`config.mk`:
```
export PLATFORM = sky130hd
export DESIGN_NAME = rot_entropy_top
export DESIGN_NICKNAME = d
export VERILOG_FILES = /design/src/design/rot_pkg.sv /design/src/design/edn_dist.sv /design/src/design/es_collector.sv /design/src/design/es_fifo.sv /design/src/design/rot_entropy_top.sv
export VERILOG_INCLUDE_DIRS = /design/src /design/src/design
export SDC_FILE = /design/constraint.sdc
export NUM_CORES = 1
export LEC_CHECK = 0
export ABC_AREA = 1
export BUFFER_PORTS_ARGS = -buffer_cell sky130_fd_sc_hd__buf_4
export CORE_MARGIN = 2
export CORE_UTILIZATION = 55
export CTS_CLUSTER_DIAMETER = 60
export CTS_CLUSTER_SIZE = 20
export DETAILED_ROUTE_END_ITERATION = 10
export PLACE_DENSITY = 0.78
export SYNTH_ARGS = -nofsm -noshare
export SYNTH_HDL_FRONTEND = slang
export SYNTH_SLANG_ARGS = --single-unit
```
`constraint.sdc`:
```
create_clock -name clk_i -period 3.6 [get_ports clk_i]
set_input_delay 0.18 -clock clk_i [delete_from_list [all_inputs] [get_ports clk_i]]
set_output_delay 0.18 -clock clk_i [all_outputs]
set_load 0.01 [all_outputs]
```
`src/design/rot_consts.svh`:
```
`ifndef ROT_CONSTS_SVH
`define ROT_CONSTS_SVH

// raw noise sample width from either source
`define ROT_SAMPLE_W 4
// packed entropy word handed to endpoints
`define ROT_WORD_W 32
// samples needed to fill one word
`define ROT_SAMPLES_PER_WORD 8
// entropy FIFO depth, in words
`define ROT_FIFO_DEPTH 4
// hardware endpoints behind the EDN
`define ROT_NUM_EP 4
// identical consecutive samples that fail the health test
`define ROT_REP_LIMIT 6

`endif

```
`src/design/rot_pkg.sv`:
```
`default_nettype none

`include "rot_consts.svh"

package rot_pkg;

  // one raw noise sample
  typedef logic [`ROT_SAMPLE_W-1:0] sample_t;
  // one packed entropy word
  typedef logic [`ROT_WORD_W-1:0] entropy_word_t;
  // one bit per endpoint
  typedef logic [`ROT_NUM_EP-1:0] ep_vec_t;
  // endpoint number
  typedef logic [$clog2(`ROT_NUM_EP)-1:0] ep_idx_t;
  // FIFO occupancy, needs room for the full count
  typedef logic [$clog2(`ROT_FIFO_DEPTH+1)-1:0] fifo_cnt_t;

  // distribution FSM: grant, ack pulse, one idle gap
  typedef enum logic [1:0] {
    EDN_IDLE,
    EDN_ACK,
    EDN_GAP
  } edn_state_e;

endpackage

`default_nettype wire

```
`src/design/edn_dist.sv`:
```
`timescale 1ns/1ps
`default_nettype none

`include "rot_consts.svh"

module edn_dist
  import rot_pkg::*;
(
  input  logic          clk_i,
  input  logic          rst_i,
  input  logic          empty_i,
  input  entropy_word_t head_i,
  output logic          pop_o,
  input  ep_vec_t       ep_req_i,
  output ep_vec_t       ep_ack_o,
  output entropy_word_t ep_bus_o
);

  edn_state_e    state_q;
  ep_idx_t       last_q;
  ep_idx_t       grant_idx;
  logic          grant_found;
  ep_vec_t       ack_q;
  entropy_word_t bus_q;

  // round robin search, starting just after the last granted endpoint
  always_comb begin
    grant_found = 1'b0;
    grant_idx   = last_q;
    for (int i = 1; i <= `ROT_NUM_EP; i++) begin
      if (!grant_found && ep_req_i[ep_idx_t'(last_q + i)]) begin
        grant_found = 1'b1;
        grant_idx   = ep_idx_t'(last_q + i);
      end
    end
  end

  // grant only from idle with a word waiting
  assign pop_o = (state_q == EDN_IDLE) && !empty_i && grant_found;

  always_ff @(posedge clk_i) begin
    if (rst_i) begin
      state_q <= EDN_IDLE;
      // so endpoint 0 comes first after reset
      last_q  <= ep_idx_t'(`ROT_NUM_EP - 1);
      ack_q   <= '0;
    end else begin
      // ack is a single cycle pulse
      ack_q <= '0;
      case (state_q)
        EDN_IDLE: begin
          if (pop_o) begin
            ack_q   <= ep_vec_t'(1) << grant_idx;
            last_q  <= grant_idx;
            state_q <= EDN_ACK;
          end
        end
        EDN_ACK: begin
          // endpoint drops its request during the gap
          state_q <= EDN_GAP;
        end
        EDN_GAP: begin
          state_q <= EDN_IDLE;
        end
        default: begin
          state_q <= EDN_IDLE;
        end
      endcase
    end
  end

  // shared data bus, valid together with the ack
  always_ff @(posedge clk_i) begin
    if (pop_o) begin
      bus_q <= head_i;
    end
  end

  assign ep_ack_o = ack_q;
  assign ep_bus_o = bus_q;

endmodule

`default_nettype wire

```
`src/design/es_collector.sv`:
```
`timescale 1ns/1ps
`default_nettype none

`include "rot_consts.svh"

module es_collector
  import rot_pkg::*;
(
  input  logic          clk_i,
  input  logic          rst_i,
  input  logic          puf_rng_mode_i,
  input  sample_t       puf_rng_i,
  input  logic          puf_rng_valid_i,
  input  sample_t       ext_rng_i,
  input  logic          ext_rng_valid_i,
  input  logic          fifo_full_i,
  output logic          push_o,
  output entropy_word_t push_word_o,
  output logic          es_rng_enable_o,
  output logic          intr_entropy_valid_o,
  output logic          intr_health_test_failed_o,
  output logic          intr_fifo_overflow_o
);

  typedef logic [$clog2(`ROT_REP_LIMIT+1)-1:0] run_cnt_t;
  typedef logic [$clog2(`ROT_SAMPLES_PER_WORD)-1:0] smp_cnt_t;

  sample_t       sel_sample;
  logic          sel_valid;
  sample_t       last_sample_q;
  run_cnt_t      run_cnt_q;
  run_cnt_t      run_next;
  smp_cnt_t      smp_cnt_q;
  entropy_word_t word_q;
  entropy_word_t word_next;
  logic          health_fail;
  logic          word_done;
  logic          push_q;
  logic          fail_q;
  logic          ovf_q;
  logic          rdy_q;

  // PUF in rng mode wins, otherwise the external rng
  assign sel_sample = puf_rng_mode_i ? puf_rng_i : ext_rng_i;
  assign sel_valid  = puf_rng_mode_i ? puf_rng_valid_i : ext_rng_valid_i;

  always_comb begin
    // run length including this sample, zero count means no run yet
    if (run_cnt_q != '0 && sel_sample == last_sample_q) begin
      run_next = run_cnt_q + run_cnt_t'(1);
    end else begin
      run_next = run_cnt_t'(1);
    end
    health_fail = sel_valid && (run_next == run_cnt_t'(`ROT_REP_LIMIT));
    // eighth good sample closes the word
    word_done = sel_valid && !health_fail &&
                (smp_cnt_q == smp_cnt_t'(`ROT_SAMPLES_PER_WORD - 1));
    // shift in from the top so the first sample lands in the low bits
    word_next = {sel_sample, word_q[`ROT_WORD_W-1:`ROT_SAMPLE_W]};
  end

  // word goes straight into the FIFO at the completing edge
  assign push_o      = word_done && !fifo_full_i;
  assign push_word_o = word_next;

  always_ff @(posedge clk_i) begin
    if (rst_i) begin
      run_cnt_q <= '0;
      smp_cnt_q <= '0;
      push_q    <= 1'b0;
      fail_q    <= 1'b0;
      ovf_q     <= 1'b0;
      rdy_q     <= 1'b0;
    end else begin
      rdy_q  <= 1'b1;
      // interrupt pulses, one cycle after the event
      push_q <= push_o;
      fail_q <= health_fail;
      ovf_q  <= word_done && fifo_full_i;
      if (health_fail) begin
        // drop partial word, next sample starts a new run
        run_cnt_q <= '0;
        smp_cnt_q <= '0;
      end else if (sel_valid) begin
        run_cnt_q <= run_next;
        smp_cnt_q <= word_done ? '0 : smp_cnt_q + smp_cnt_t'(1);
      end
    end
  end

  // sample history and partial word
  always_ff @(posedge clk_i) begin
    if (sel_valid) begin
      last_sample_q <= sel_sample;
      word_q        <= word_next;
    end
  end

  // rng runs while there is room for another word
  assign es_rng_enable_o           = rdy_q && !fifo_full_i;
  assign intr_entropy_valid_o      = push_q;
  assign intr_health_test_failed_o = fail_q;
  assign intr_fifo_overflow_o      = ovf_q;

endmodule

`default_nettype wire

```
`src/design/es_fifo.sv`:
```
`timescale 1ns/1ps
`default_nettype none

`include "rot_consts.svh"

module es_fifo
  import rot_pkg::*;
(
  input  logic          clk_i,
  input  logic          rst_i,
  input  logic          push_i,
  input  entropy_word_t push_word_i,
  input  logic          pop_i,
  output entropy_word_t head_o,
  output logic          full_o,
  output logic          empty_o
);

  typedef logic [$clog2(`ROT_FIFO_DEPTH)-1:0] ptr_t;

  entropy_word_t mem_q [`ROT_FIFO_DEPTH];
  ptr_t          wr_ptr_q;
  ptr_t          rd_ptr_q;
  fifo_cnt_t     cnt_q;
  logic          do_push;
  logic          do_pop;

  // ignore a push into a full buffer or a pop from an empty one
  assign do_push = push_i && !full_o;
  assign do_pop  = pop_i && !empty_o;

  always_ff @(posedge clk_i) begin
    if (rst_i) begin
      wr_ptr_q <= '0;
      rd_ptr_q <= '0;
      cnt_q    <= '0;
    end else begin
      if (do_push) begin
        wr_ptr_q <= (wr_ptr_q == ptr_t'(`ROT_FIFO_DEPTH - 1)) ? '0 : wr_ptr_q + ptr_t'(1);
      end
      if (do_pop) begin
        rd_ptr_q <= (rd_ptr_q == ptr_t'(`ROT_FIFO_DEPTH - 1)) ? '0 : rd_ptr_q + ptr_t'(1);
      end
      // simultaneous push and pop leaves the count alone
      if (do_push && !do_pop) begin
        cnt_q <= cnt_q + fifo_cnt_t'(1);
      end else if (do_pop && !do_push) begin
        cnt_q <= cnt_q - fifo_cnt_t'(1);
      end
    end
  end

  // storage
  always_ff @(posedge clk_i) begin
    if (do_push) begin
      mem_q[wr_ptr_q] <= push_word_i;
    end
  end

  assign head_o  = mem_q[rd_ptr_q];
  assign full_o  = (cnt_q == fifo_cnt_t'(`ROT_FIFO_DEPTH));
  assign empty_o = (cnt_q == '0);

endmodule

`default_nettype wire

```
`src/design/rot_entropy_top.sv`:
```
`timescale 1ns/1ps
`default_nettype none

`include "rot_consts.svh"

module rot_entropy_top (
  input  logic                       clk_i,
  input  logic                       rst_i,
  // noise sources
  input  logic                       puf_rng_mode_i,
  input  logic [`ROT_SAMPLE_W-1:0]   puf_rng_i,
  input  logic                       puf_rng_valid_i,
  input  logic [`ROT_SAMPLE_W-1:0]   ext_rng_i,
  input  logic                       ext_rng_valid_i,
  output logic                       es_rng_enable_o,
  // endpoint side
  input  logic [`ROT_NUM_EP-1:0]     ep_req_i,
  output logic [`ROT_NUM_EP-1:0]     ep_ack_o,
  output logic [`ROT_WORD_W-1:0]     ep_bus_o,
  // interrupts
  output logic                       intr_entropy_valid_o,
  output logic                       intr_health_test_failed_o,
  output logic                       intr_fifo_overflow_o
);

  // collector to FIFO
  logic                   push;
  logic [`ROT_WORD_W-1:0] push_word;
  logic                   full;
  // FIFO to EDN
  logic                   pop;
  logic [`ROT_WORD_W-1:0] head;
  logic                   empty;

  es_collector u_es_collector (
    .clk_i                     (clk_i),
    .rst_i                     (rst_i),
    .puf_rng_mode_i            (puf_rng_mode_i),
    .puf_rng_i                 (puf_rng_i),
    .puf_rng_valid_i           (puf_rng_valid_i),
    .ext_rng_i                 (ext_rng_i),
    .ext_rng_valid_i           (ext_rng_valid_i),
    .fifo_full_i               (full),
    .push_o                    (push),
    .push_word_o               (push_word),
    .es_rng_enable_o           (es_rng_enable_o),
    .intr_entropy_valid_o      (intr_entropy_valid_o),
    .intr_health_test_failed_o (intr_health_test_failed_o),
    .intr_fifo_overflow_o      (intr_fifo_overflow_o)
  );

  es_fifo u_es_fifo (
    .clk_i       (clk_i),
    .rst_i       (rst_i),
    .push_i      (push),
    .push_word_i (push_word),
    .pop_i       (pop),
    .head_o      (head),
    .full_o      (full),
    .empty_o     (empty)
  );

  edn_dist u_edn_dist (
    .clk_i    (clk_i),
    .rst_i    (rst_i),
    .empty_i  (empty),
    .head_i   (head),
    .pop_o    (pop),
    .ep_req_i (ep_req_i),
    .ep_ack_o (ep_ack_o),
    .ep_bus_o (ep_bus_o)
  );

endmodule

`default_nettype wire

```
# Word-level counts from Yosys, hierarchy flattened
# Memories as Yosys holds them, arrays and structs flattened. A register that Yosys moved wholly into a read port is not among the register bits.
# Cells that the tools add are included.
classes:
  addsub: 10
  magnitude_cmp: 4
  n_eq_ne: 8
  shifts: 1
  muxes: 29
  bitwise: 2
  n_reduce_logical: 31
ops:
  columns: ["cell", "count"]
  rows:
  - ["logical AND 1 bit", 16]
  - ["two-way mux 2 bit", 7]
  - ["less-than comparator 2 x 3 -> 1 bit (second input constant)", 4]
  - ["two-way mux 1 bit", 12]
  - ["two-way mux 3 bit", 4]
  - ["adder 3 x 1 -> 3 bit (second input constant)", 3]
  - ["equality test 3 bit (second input constant)", 3]
  - ["adder 2 x 1 -> 2 bit (second input constant)", 4]
  - ["binary-select mux 1 bit (select 2 bit)", 4]
  - ["zero test 1 bit", 8]
  - ["adder 2 bit (second input constant)", 2]
  - ["equality test 2 bit (second input constant)", 2]
  - ["equality test 4 bit", 1]
  - ["two-way mux 4 bit", 1]
  - ["case mux 2 bit (2 select lines)", 1]
  - ["left shift 1 x 2 -> 4 bit (first input constant)", 1]
  - ["zero test 3 bit", 1]
  - ["nonzero test 3 bit", 1]
  - ["OR reduction 3 bit", 1]
  - ["subtractor 3 x 1 -> 3 bit (second input constant)", 1]
  - ["equality test 2 x 1 -> 1 bit (second input constant)", 1]
  - ["zero test 2 bit", 1]
  - ["inequality test 2 bit (second input constant)", 1]
  - ["NOT 1 bit", 2]
  - ["other kinds (3)", 3]
word_totals:
  register_bits: 61
  mem_bits_rw: 128
  inputBits: 17
  output_inout_bits: 40
  elab_cells: 100
  mem_count: 1
memory_table:
  columns: ["name", "words", "width", "read_ports", "rd_ports_with_merged_regs", "wr", "line", "rtl"]
  rows:
  - ["u_es_fifo.mem_q", 4, 32, 1, 1, 1, "es_fifo.sv:21", "entropy_word_t mem_q [`ROT_FIFO_DEPTH];"]

# Depth between registers and ports, before layout
# Gate-level depths: netlist of the first run.
depth:
  ltp_word: 18
  depth_mapped: 17
  ltp_nobuf: 16

# Modules after synthesis
# A second synthesis of the first run with hierarchy kept.
hier_totals:
  hier_cells: 639
  hier_area_um2: 8330.5
by_module_without_submodules:
  columns: ["mod", "n_inst", "cells_each", "area_each_um2", "seq_area_each_um2"]
  rows:
  - ["es_fifo", 1, 380, 5281.3, 4023.9]
  - ["edn_dist", 1, 132, 1560.2, 1121.1]
  - ["es_collector", 1, 127, 1488.9, 1041.0]

# Worst setup path after synthesis of the first run
# OpenSTA, ideal clock, no wires.
synth_path:
  path_type: "input -> register"
  startpoint: "input puf_rng_mode_i"
  endpoint: "memory u_es_fifo.mem_q[0][0] (netlist name) (enable)"
  arrival_ns: 2.696
  required_time_ns: 3.179
  path_slack_ns: 0.483
  path_stages: 7
  n_path_buf: 1
  cell_sequence: "buf_4 > inv_2 > or2_1 > o21ai_2 > inv_2 > nand4_2 > nor2_1"
synth_between:
  word_cells_on_any_way: 14
  cone_classes: "eq/ne (2); mux (5); reduce/logical (7)"
synth_rtl:
  columns: ["item", "line", "rtl"]
  rows:
  - ["start, declared", "rot_entropy_top.sv:10", "input logic puf_rng_mode_i,"]
  - ["two-way mux 1 bit *", "es_collector.sv:45", "assign sel_valid = puf_rng_mode_i ? puf_rng_valid_i : ext_rng_valid_i;"]
  - ["via u_es_collector.sel_valid", "es_collector.sv:29", "logic sel_valid;"]
  - ["logical AND 1 bit", "es_collector.sv:54", "health_fail = sel_valid && (run_next == run_cnt_t'(`ROT_REP_LIMIT));"]
  - ["zero test 1 bit", "es_collector.sv:56", "word_done = sel_valid && !health_fail &&"]
  - ["logical AND 1 bit * (2 in a row)", "es_collector.sv:56", null]
  - ["logical AND 1 bit *", "es_collector.sv:63", "assign push_o = word_done && !fifo_full_i;"]
  - ["logical AND 1 bit *", "es_fifo.sv:29", "assign do_push = push_i && !full_o;"]
  - ["two-way mux 1 bit *", "es_fifo.sv:55", "if (do_push) begin"]
  - ["two-way mux 1 bit (implied by the code) *", "es_fifo.sv:56", "mem_q[wr_ptr_q] <= push_word_i;"]
  - ["end, declared", "es_fifo.sv:21", null]
# The timed path passes the listed nets; every way through them passes the cells marked *.

# Worst setup path in the final report of the first run
layout_path:
  startpoint: "register u_es_collector.run_cnt_q[0]"
  endpoint: "register u_es_fifo.cnt_q[2]"
layout_between:
  elab_chain_cells: 13
  word_cells_on_any_way: 16
  cone_classes: "add/sub (1); eq/ne (1); mux (2); reduce/logical (12)"
layout_rtl:
  columns: ["item", "line", "rtl"]
  rows:
  - ["start, declared", "es_collector.sv:31", "run_cnt_t run_cnt_q;"]
  - ["start signal, assigned", "es_collector.sv:85", "run_cnt_q <= run_next;"]
  - ["branches (longest 2 deep; another with adder 3 x 1 -> 3 bit)", null, null]
  - ["two-way mux 3 bit *", "es_collector.sv:49", "if (run_cnt_q != '0 && sel_sample == last_sample_q) begin"]
  - ["equality test 3 bit *", "es_collector.sv:54", null]
  - ["logical AND 1 bit *", "es_collector.sv:54", null]
  - ["zero test 1 bit *", "es_collector.sv:56", null]
  - ["logical AND 1 bit * (2 in a row)", "es_collector.sv:56", null]
  - ["logical AND 1 bit *", "es_collector.sv:63", null]
  - ["via push", "rot_entropy_top.sv:27", "logic push;"]
  - ["logical AND 1 bit *", "es_fifo.sv:29", null]
  - ["zero test 1 bit", "es_fifo.sv:47", "end else if (do_pop && !do_push) begin"]
  - ["logical AND 1 bit", "es_fifo.sv:47", null]
  - ["nonzero test 2 bit (no source line)", null, null]
  - ["end signal, assigned", "es_fifo.sv:46", "cnt_q <= cnt_q + fifo_cnt_t'(1);"]
  - ["end signal, assigned", "es_fifo.sv:48", "cnt_q <= cnt_q - fifo_cnt_t'(1);"]
  - ["end, declared", "es_fifo.sv:24", "fifo_cnt_t cnt_q;"]
# Mark *: on every way through the listed nets, which the timed path passes.
# A chain may end at the register's enable or synchronous reset.

==> results of run 1 <==
-- Yosys cell counts --
cell	number
edfxtp_1	188
nor2_1	96
o21ai_0	70
nand2_1	49
o22ai_1	32
inv_1	27
dfxtp_1	25
clkbuf_1	19
a21oi_1	10
ha_1	10
nand2_2	7
nand3_1	7
inv_2	5
nor2_2	4
nor3_1	3
o21ai_1	3
o21ai_2	3
and2_4	2
nand3_2	2
nand3b_1	2
nand4_2	2
or2_1	2
xnor2_1	2
a22oi_1	1
buf_2	1
buf_4	1
buf_6	1
clkinv_1	1
fa_1	1
inv_4	1
nand2_4	1
nand4_1	1
nor2_8	1
nor4_1	1
o21a_1	1
o21ai_4	1
xor2_1	1
-- cell families (layout without fill, tap and decap cells) --
| logic type | Yosys count | in the layout | synth area share (%) |
|---|---|---|---|
| XOR/XNOR | 3 | 3 | 0.3280 |
| flip-flops | 213 | 213 | 76.70 |
| AO/OA/AOI/OAI | 121 | 121 | 8.401 |
| adder cells (fa/ha/maj) | 11 | 11 | 1.811 |
| buffers and inverters | 56 | 128 | 2.811 |
| AND/OR/NAND/NOR | 180 | 180 | 9.947 |
-- layer usage --
| metal | routed length, um | part of all wire, % |
|---|---|---|
| met1 | 5835 | 41 |
| met2 | 7222 | 51 |
| met3 | 843 | 5.9 |
| met4 | 302 | 2.1 |
| met5 | 0 | 0 |
-- sequential cells by signal, indices dropped and copies added, names as in the netlist, 2 cells and up --
name / flops
u_es_fifo.mem_q: 128
u_edn_dist.ep_bus_o: 32
u_es_collector.word_q: 28
u_edn_dist.ep_ack_o: 4
u_es_collector.run_cnt_q: 3
u_es_collector.smp_cnt_q: 3
u_es_fifo.cnt_q: 3
u_edn_dist.last_q: 2
u_edn_dist.state_q: 2
u_es_fifo.rd_ptr_q: 2
u_es_fifo.wr_ptr_q: 2
-- layout make-up --
type                       count  area [um2]  share of cell area (%)
timing repair buffer          66       498.0                   5.417
sequential                   213        6147                   66.87
multi-input combinational    315        1652                   17.97
clock buffer                  23       457.9                   4.982
inverter                      34       130.1                   1.416
clock inverter                 5       77.57                  0.8439
tap                          184       230.2                   2.504
-- how the worst min path moves through the flow --
stage | start | endpoint | depth (start not counted) | slack [ns]
finish | ext_rng_valid_i | u_es_collector.smp_cnt_q[2] | 4 | 0.11
CTS | ext_rng_valid_i | u_es_collector.smp_cnt_q[2] | 4 | 0.10
floorplan | rst_i | u_es_collector.intr_entropy_valid_o | 1 | 0.25
global route | ext_rng_valid_i | u_es_collector.smp_cnt_q[2] | 4 | 0.14
detailed placement | u_edn_dist.state_q[1] | u_edn_dist.state_q[1] | 1 | 0.41
global placement | u_edn_dist.state_q[1] | u_edn_dist.state_q[1] | 1 | 0.40
-- where the power goes --
part | switching (mW) | leakage (nW) | internal [mW] | total, mW
combinational | 1.08 | 1.12 | 0.632 | 1.72
clock | 0.822 | 0.261 | 0.990 | 1.81
sequential | 0.159 | 1.94 | 3.14 | 3.30
total | 2.06 | 3.32 | 4.76 | 6.83
-- metrics by stage --
stage / worst slack [ns] / cell area [um2] / util (%) / std cells / power [mW]
6_report: 0.9699 / 9193 / 63.98 / 840 / 6.828
5_1_grt: 0.7551 / 9193 / 63.98 / 840 / 7.161
4_1_cts: 0.9807 / 9193 / 63.98 / 840 / 6.877
3_5_place_dp: 1.012 / 8647 / 60.18 / 811 / 5.094
3_3_place_gp: 1.153 / 8647 / 60.18 / 811 / 5.011
2_1_floorplan: 0.4826 / 8013 / - / 584 / 4.431
-- worst max-delay path, delay by kind of cell (launching register included) --
kind / cells / cell delay, ns
buffers and inverters: 3 / 0.28
AO/OA/AOI/OAI: 4 / 0.46
adder cells (fa/ha/maj): 3 / 0.86
AND/OR/NAND/NOR: 4 / 0.52
flip-flops: 1 / 0.39
-- repair_timing --
action,in CTS,in global routing
hold endpoints to repair,4,0
hold buffers,1,0
buffers inserted,0,0
==> summary.md, run 1 <==
| Metric | Value |
|---|---|
| Min-Delay Path Class | in -> reg |
| Vias per cell | 5.540 |
| Iter 0 DRT Violations | 440 |
| CP Capture Point | u_es_fifo.cnt_q[2] |
| Final number of setup-violating endpoints | 0 |
| # fillers | ~970 |
| Pins Over Slew Limit | 0 |
| Dpl hpwl | 8044 um |
| PwrDens | between 700 and 800 mW/mm2 |
| Clock skew | around 0.018 ns |
| Synth top area cells | edfxtp_1 (70%), dfxtp_1 (6.2%), nor2_1 (4.5%), o21ai_0 (4.4%), o22ai_1 (2.5%) |
| Post-Syn Nets | roughly 600 |
| Global-route wire length before repair | roughly 23,000 um |
| Hold slack final | approximately 0.11 ns |
| Static Leakage | about 3.3 nW |
| Layout area overhead | 14.73% |
| Cell Chain, Critical Path | inv_1, ha_1, nand2_1, nor2_1, nand4_2, nand4_2, inv_1, ha_1, inv_1, fa_1, a21oi_1, o21ai_0, o21ai_0, a21oi_1 |
| TritonCTS clock tree | built |
| CP Max Fanout | 10 |
| Setup_tns | 0 ns |
| Fin crit share | around three quarters |
| Worst-path clk slew | about 0.080 ns |
| GRT met1 Usage | between 20% and 30% |
| Yosys reg bits | approximately 210 |
| Register area share after synthesis | 76.70% |
| Path depth of the worst reg2reg path | 14 |
| Antenna violation net count after detailed routing | 0 |
| Die width | between 100 and 150 um |
| Post-Syn Area per Cell | between 10 and 15 um2 |
| Initial Util | between 50 and 60% |
| Clock insertion delay at the later pin of the skew report | 0.47 ns |
| Setup CP Type | reg -> reg |
| Nets | just under 700 |
| Max-cap violation count | 0 |
| Cell area after synthesis | ~0.0080 mm2 |
| Min Tclk post-route | 2.630 ns |
| Layout cells sized above 1 | a little under a fifth |
| Slew headroom | ~30% |
| Worst r2r dst | u_es_fifo.cnt_q[2] |
| Via count | ~4,700 |
| Final wirelength | around 14,000 um |
| Largest net degree at the start of global routing | between 60 and 70 |
| Most frequent cells in the layout | edfxtp_1 (188), nor2_1 (92), o21ai_0 (70), buf_4 (65), nand2_1 (49) |
| Startpoint types | flop |
| Yosys cell types | 37 |
| RSZ-0062 raised after global routing | no |
| Initial antenna violation count | 0 |
| PostCTS Resize Cnt | 0 |
| Status | completed |
| Die area | roughly 0.016 mm2 |
| CP Data Arrival Time | about 3.0 ns |
| All-Layer GR Usage | ~18% |
| Final Hold Fails | 0 |
| FMAX | about 380 MHz |
| Critical path capture point type | flop |
| Yosys Warn Count | 0 |
| Synth top area share | 70.46% |
| Post-route DRC violation count | 0 |
| Clock Tree Root | clkbuf_16 |
| Post-synth top area cell | edfxtp_1 |
| Crit. Startpoint | u_es_collector.run_cnt_q[0] |
| GRT met2 Usage | 30.95% |
| Htree depth | 1 |
| CP max stage cell | dfxtp_1 |
| WP data required | 3.94 ns |
| Top Usage Layer GRT | met2 |
| IO Count | 57 |
| PortBufs | between 50 and 60 |
| Clock buffer depth | 3 |
| WL/cell | ~17 um |
| First-pass iteration count of the detailed router | 7 |
| Vias in the first global route | between 4,000 and 5,000 |
| Core Region | around 0.014 mm2 |
| Antenna diodes | 0 |
| Max stage delay on crit path | about 0.39 ns |
| Die H | 124.7 um |
| Placer Congestion | between 0.8 and 0.9 |
| CTS sink cnt | about 210 |
| Reg2reg start | u_es_collector.run_cnt_q[0] |
| Worst vdd ir | between 0.0003 and 0.0004 V |
| Mapped Cells | between 500 and 600 |
| CTS buffer count | 16 |
| Row Count | 44 |
| Met3 GRT Util | around 3.5% |
| Most common cell after layout, fill and taps aside | edfxtp_1 |
| Worst reg2reg setup slack | between 0.9 and 1 ns |
| Slew @ Worst Pin | between 1 and 1.5 ns |
| Grt total ovfl | 0 |
| Most used cell, CP | inv_1 |
(Power assumes the default switching activity.)
==> run 2: changes to the inputs <==
- CORE_UTILIZATION: 55 -> 54
- PLACE_DENSITY: 0.78 -> 0.79
- clock period: 3.6 -> 2.4 ns (I/O delays scaled with it)
==> run 2 against run 1 <==
Compared with the run above:
- critical path depth shrank 2
- count of clock-buffer cells in the layout is 5 lower
- clock power increased by 28%
- via count rose by 0.97%
- final area hardly changed
- first-iteration DRC count down 8.4%
- setup slack lost 0.85 ns
- worst hold slack worse by 0.050 ns
- register-to-register slack got worse by 0.85 ns
- sequential share of layout area increased by 0.096 points
- utilization is 0.78 points lower
- sequential power up 51%
- largest cell class unchanged
- largest power group unchanged
==> summary.md, run 2 (same netlist as run 1, synthesis figures left out) <==
| Metric | Value |
|---|---|
| Worst vdd ir | 0.0007474 V (was 0.0003806 V) |
| Max-cap violation count | 0 (unchanged) |
| Htree depth | 1 (unchanged) |
| PwrDens | 1087 mW/mm2 (was 742.8 mW/mm2) |
| Largest net degree at the start of global routing | 67 (unchanged) |
| Vias per cell | 5.607 (was 5.540) |
| Setup CP Type | reg -> reg (unchanged) |
| Nets | 677 (was 674) |
| Min Tclk post-route | 2.278 ns (was 2.630 ns) |
| Clock skew | 0.01730 ns (was 0.01825 ns) |
| Final Hold Fails | 0 (unchanged) |
| Clock buffer depth | 3 (unchanged) |
| Via count | 4,699 (was 4,654) |
| CP Data Arrival Time | 2.63 ns (was 2.97 ns) |
| CTS sink cnt | 213 (unchanged) |
| Static Leakage | 3.296 nW (was 3.320 nW) |
| Dpl hpwl | 8384 um (was 8044 um) |
| WL/cell | 17.24 um (was 16.91 um) |
| Die area | 0.01583 mm2 (was 0.01555 mm2) |
| WP data required | 2.75 ns (was 3.94 ns) |
| All-Layer GR Usage | 18.07% (was 18.05%) |
| Antenna diodes | 0 (unchanged) |
| Dpl ws | 0.0001674 ns (was 1.012 ns) |
| Core Region | 0.01453 mm2 (was 0.01437 mm2) |
| Layout area overhead | 14.63% (was 14.73%) |
| Most common cell after layout, fill and taps aside | edfxtp_1 (unchanged) |
| # fillers | 1,080 (was 967) |
| Status | completed (unchanged) |
| Slew headroom | 55.31% (was 30.46%) |
| Iter 0 DRT Violations | 403 (was 440) |
| FMAX | 438.9 MHz (was 380.2 MHz) |
| Clock Tree Root | clkbuf_16 (unchanged) |
| Pins Over Slew Limit | 0 (unchanged) |
| Initial Util | 55.13% (was 55.76%) |
| Antenna violation net count after detailed routing | 0 (unchanged) |
| Initial antenna violation count | 0 (unchanged) |
| Row Count | 44 (unchanged) |
| Slew @ Worst Pin | 0.6703 ns (was 1.042 ns) |
| Power Total | 9.986 mW (was 6.828 mW) |
| First-pass iteration count of the detailed router | 4 (was 7) |
| Min-Delay Path Class | in -> reg (unchanged) |
| Hold slack final | 0.05953 ns (was 0.1100 ns) |
| IO Count | 57 (unchanged) |
| Global-route wire length before repair | 22,940 um (was 22,550 um) |
| Largest register FFs | 128 (unchanged) |
| Final worst slack | 0.1216 ns (was 0.9699 ns) |
| CP Max Fanout | 3 (was 10) |
| Most flop-heavy register | u_es_fifo.mem_q (unchanged) |
| Placer Congestion | 0.8212 (was 0.8358) |
| Die H | 125.8 um (was 124.7 um) |
| Die width | 125.8 um (was 124.7 um) |
| Layout cells sized above 1 | 19.42% (was 18.60%) |
| TritonCTS clock tree | built (unchanged) |
| CTS buffer count | 15 (was 16) |
| Fin crit share | 94.93% (was 73.06%) |
| PortBufs | 56 (unchanged) |
| Critical path capture point type | flop (unchanged) |
| Startpoint types | flop (unchanged) |
| Grt total ovfl | 0 (unchanged) |
| Clock insertion delay at the later pin of the skew report | 0.47 ns (about the same) |
| Worst-path clk slew | 0.07 ns (was 0.08 ns) |
| Vias in the first global route | 4,670 (was 4,639) |
| Post-route DRC violation count | 0 (unchanged) |
| Final number of setup-violating endpoints | 0 (unchanged) |
| Most frequent cells in the layout | edfxtp_1 (188), nor2_1 (91), o21ai_0 (67), buf_4 (64), nand2_1 (49) (was edfxtp_1 (188), nor2_1 (92), o21ai_0 (70), buf_4 (65), nand2_1 (49)) |
| Final wirelength | 14,450 um (was 14,200 um) |
==> run 2: cell types whose count changed in the layout (fill, tap and decap cells not counted), sizes merged <==
cell and change:
clkbuf -5, buf +4, clkinv +3, inv -3, bufinv -1
==> run 2: cell type report <==
| type | instances | area (um2) | area share, % |
|---|---|---|---|
| sequential | 213 | 6151 | 66.97 |
| multi-input combinational | 315 | 1660 | 18.08 |
| timing repair buffer | 70 | 590.6 | 6.430 |
| clock buffer | 18 | 386.6 | 4.209 |
| tap | 184 | 230.2 | 2.506 |
| inverter | 34 | 130.1 | 1.417 |
| clock inverter | 4 | 36.28 | 0.3950 |
==> run 2: stage by stage <==
step	cells	instance area (um2)	TNS [ns]	utilization, %
CTS	838	9174	0	63.12
finish	838	9185	0	63.20
global placement	815	8740	0	60.13
global route	838	9185	-0.01625	63.20
detailed placement	815	8740	0	60.13
floorplan	584	8023	-22.70	-
==> run 2: where the power goes <==
part	internal [mW]	switching, mW	total [mW]	leakage (nW)
clock	1.17	1.15	2.31	0.207
sequential	4.71	0.263	4.98	1.94
combinational	1.02	1.67	2.69	1.15
==> run 2: what timing repair did <==
item / 4_1_cts / 5_1_grt
resized for setup: 1 / 8
pin swaps: 0 / 2
hold endpoints to repair: 5 / 0
hold buffers: 1 / 0
setup endpoints to repair: 1 / 2
buffers inserted: 0 / 0
==> run 2: worst max-delay path, cell delays in order, from the launching register on <==
cell	delay (ns)
dfxtp_1	0.37
inv_1	0.06
ha_1	0.30
nand2_1	0.07
nor2_2	0.12
nand4_2	0.14
nand4_2	0.10
inv_1	0.06
ha_1	0.19
inv_1	0.13
fa_2	0.46
o21ai_1	0.13
nor2_1	0.05
==> run 2: final timing paths <==
| path | from | endpoint | slack (ns) | cells past startpoint |
|---|---|---|---|---|
| max | u_es_collector.run_cnt_q[1] | u_es_fifo.cnt_q[1] | 0.12 | 12 |
| min | ext_rng_valid_i | u_es_collector.smp_cnt_q[2] | 0.06 | 4 |
| max reg2reg | u_es_collector.run_cnt_q[1] | u_es_fifo.cnt_q[1] | 0.12 | 12 |
| min reg2reg | u_edn_dist.state_q[1] | u_edn_dist.state_q[1] | 0.43 | 1 |
==> run 2: layer usage <==
layer	track usage, %	routed length [um]	vias to the layer above	share of wire (%)
met4	5.559	328	0	2.3
met2	32.37	7554	152	52
li1	-	-	2219	-
met1	23.07	5729	2295	40
met3	2.506	832	33	5.8
met5	0	0	-	0
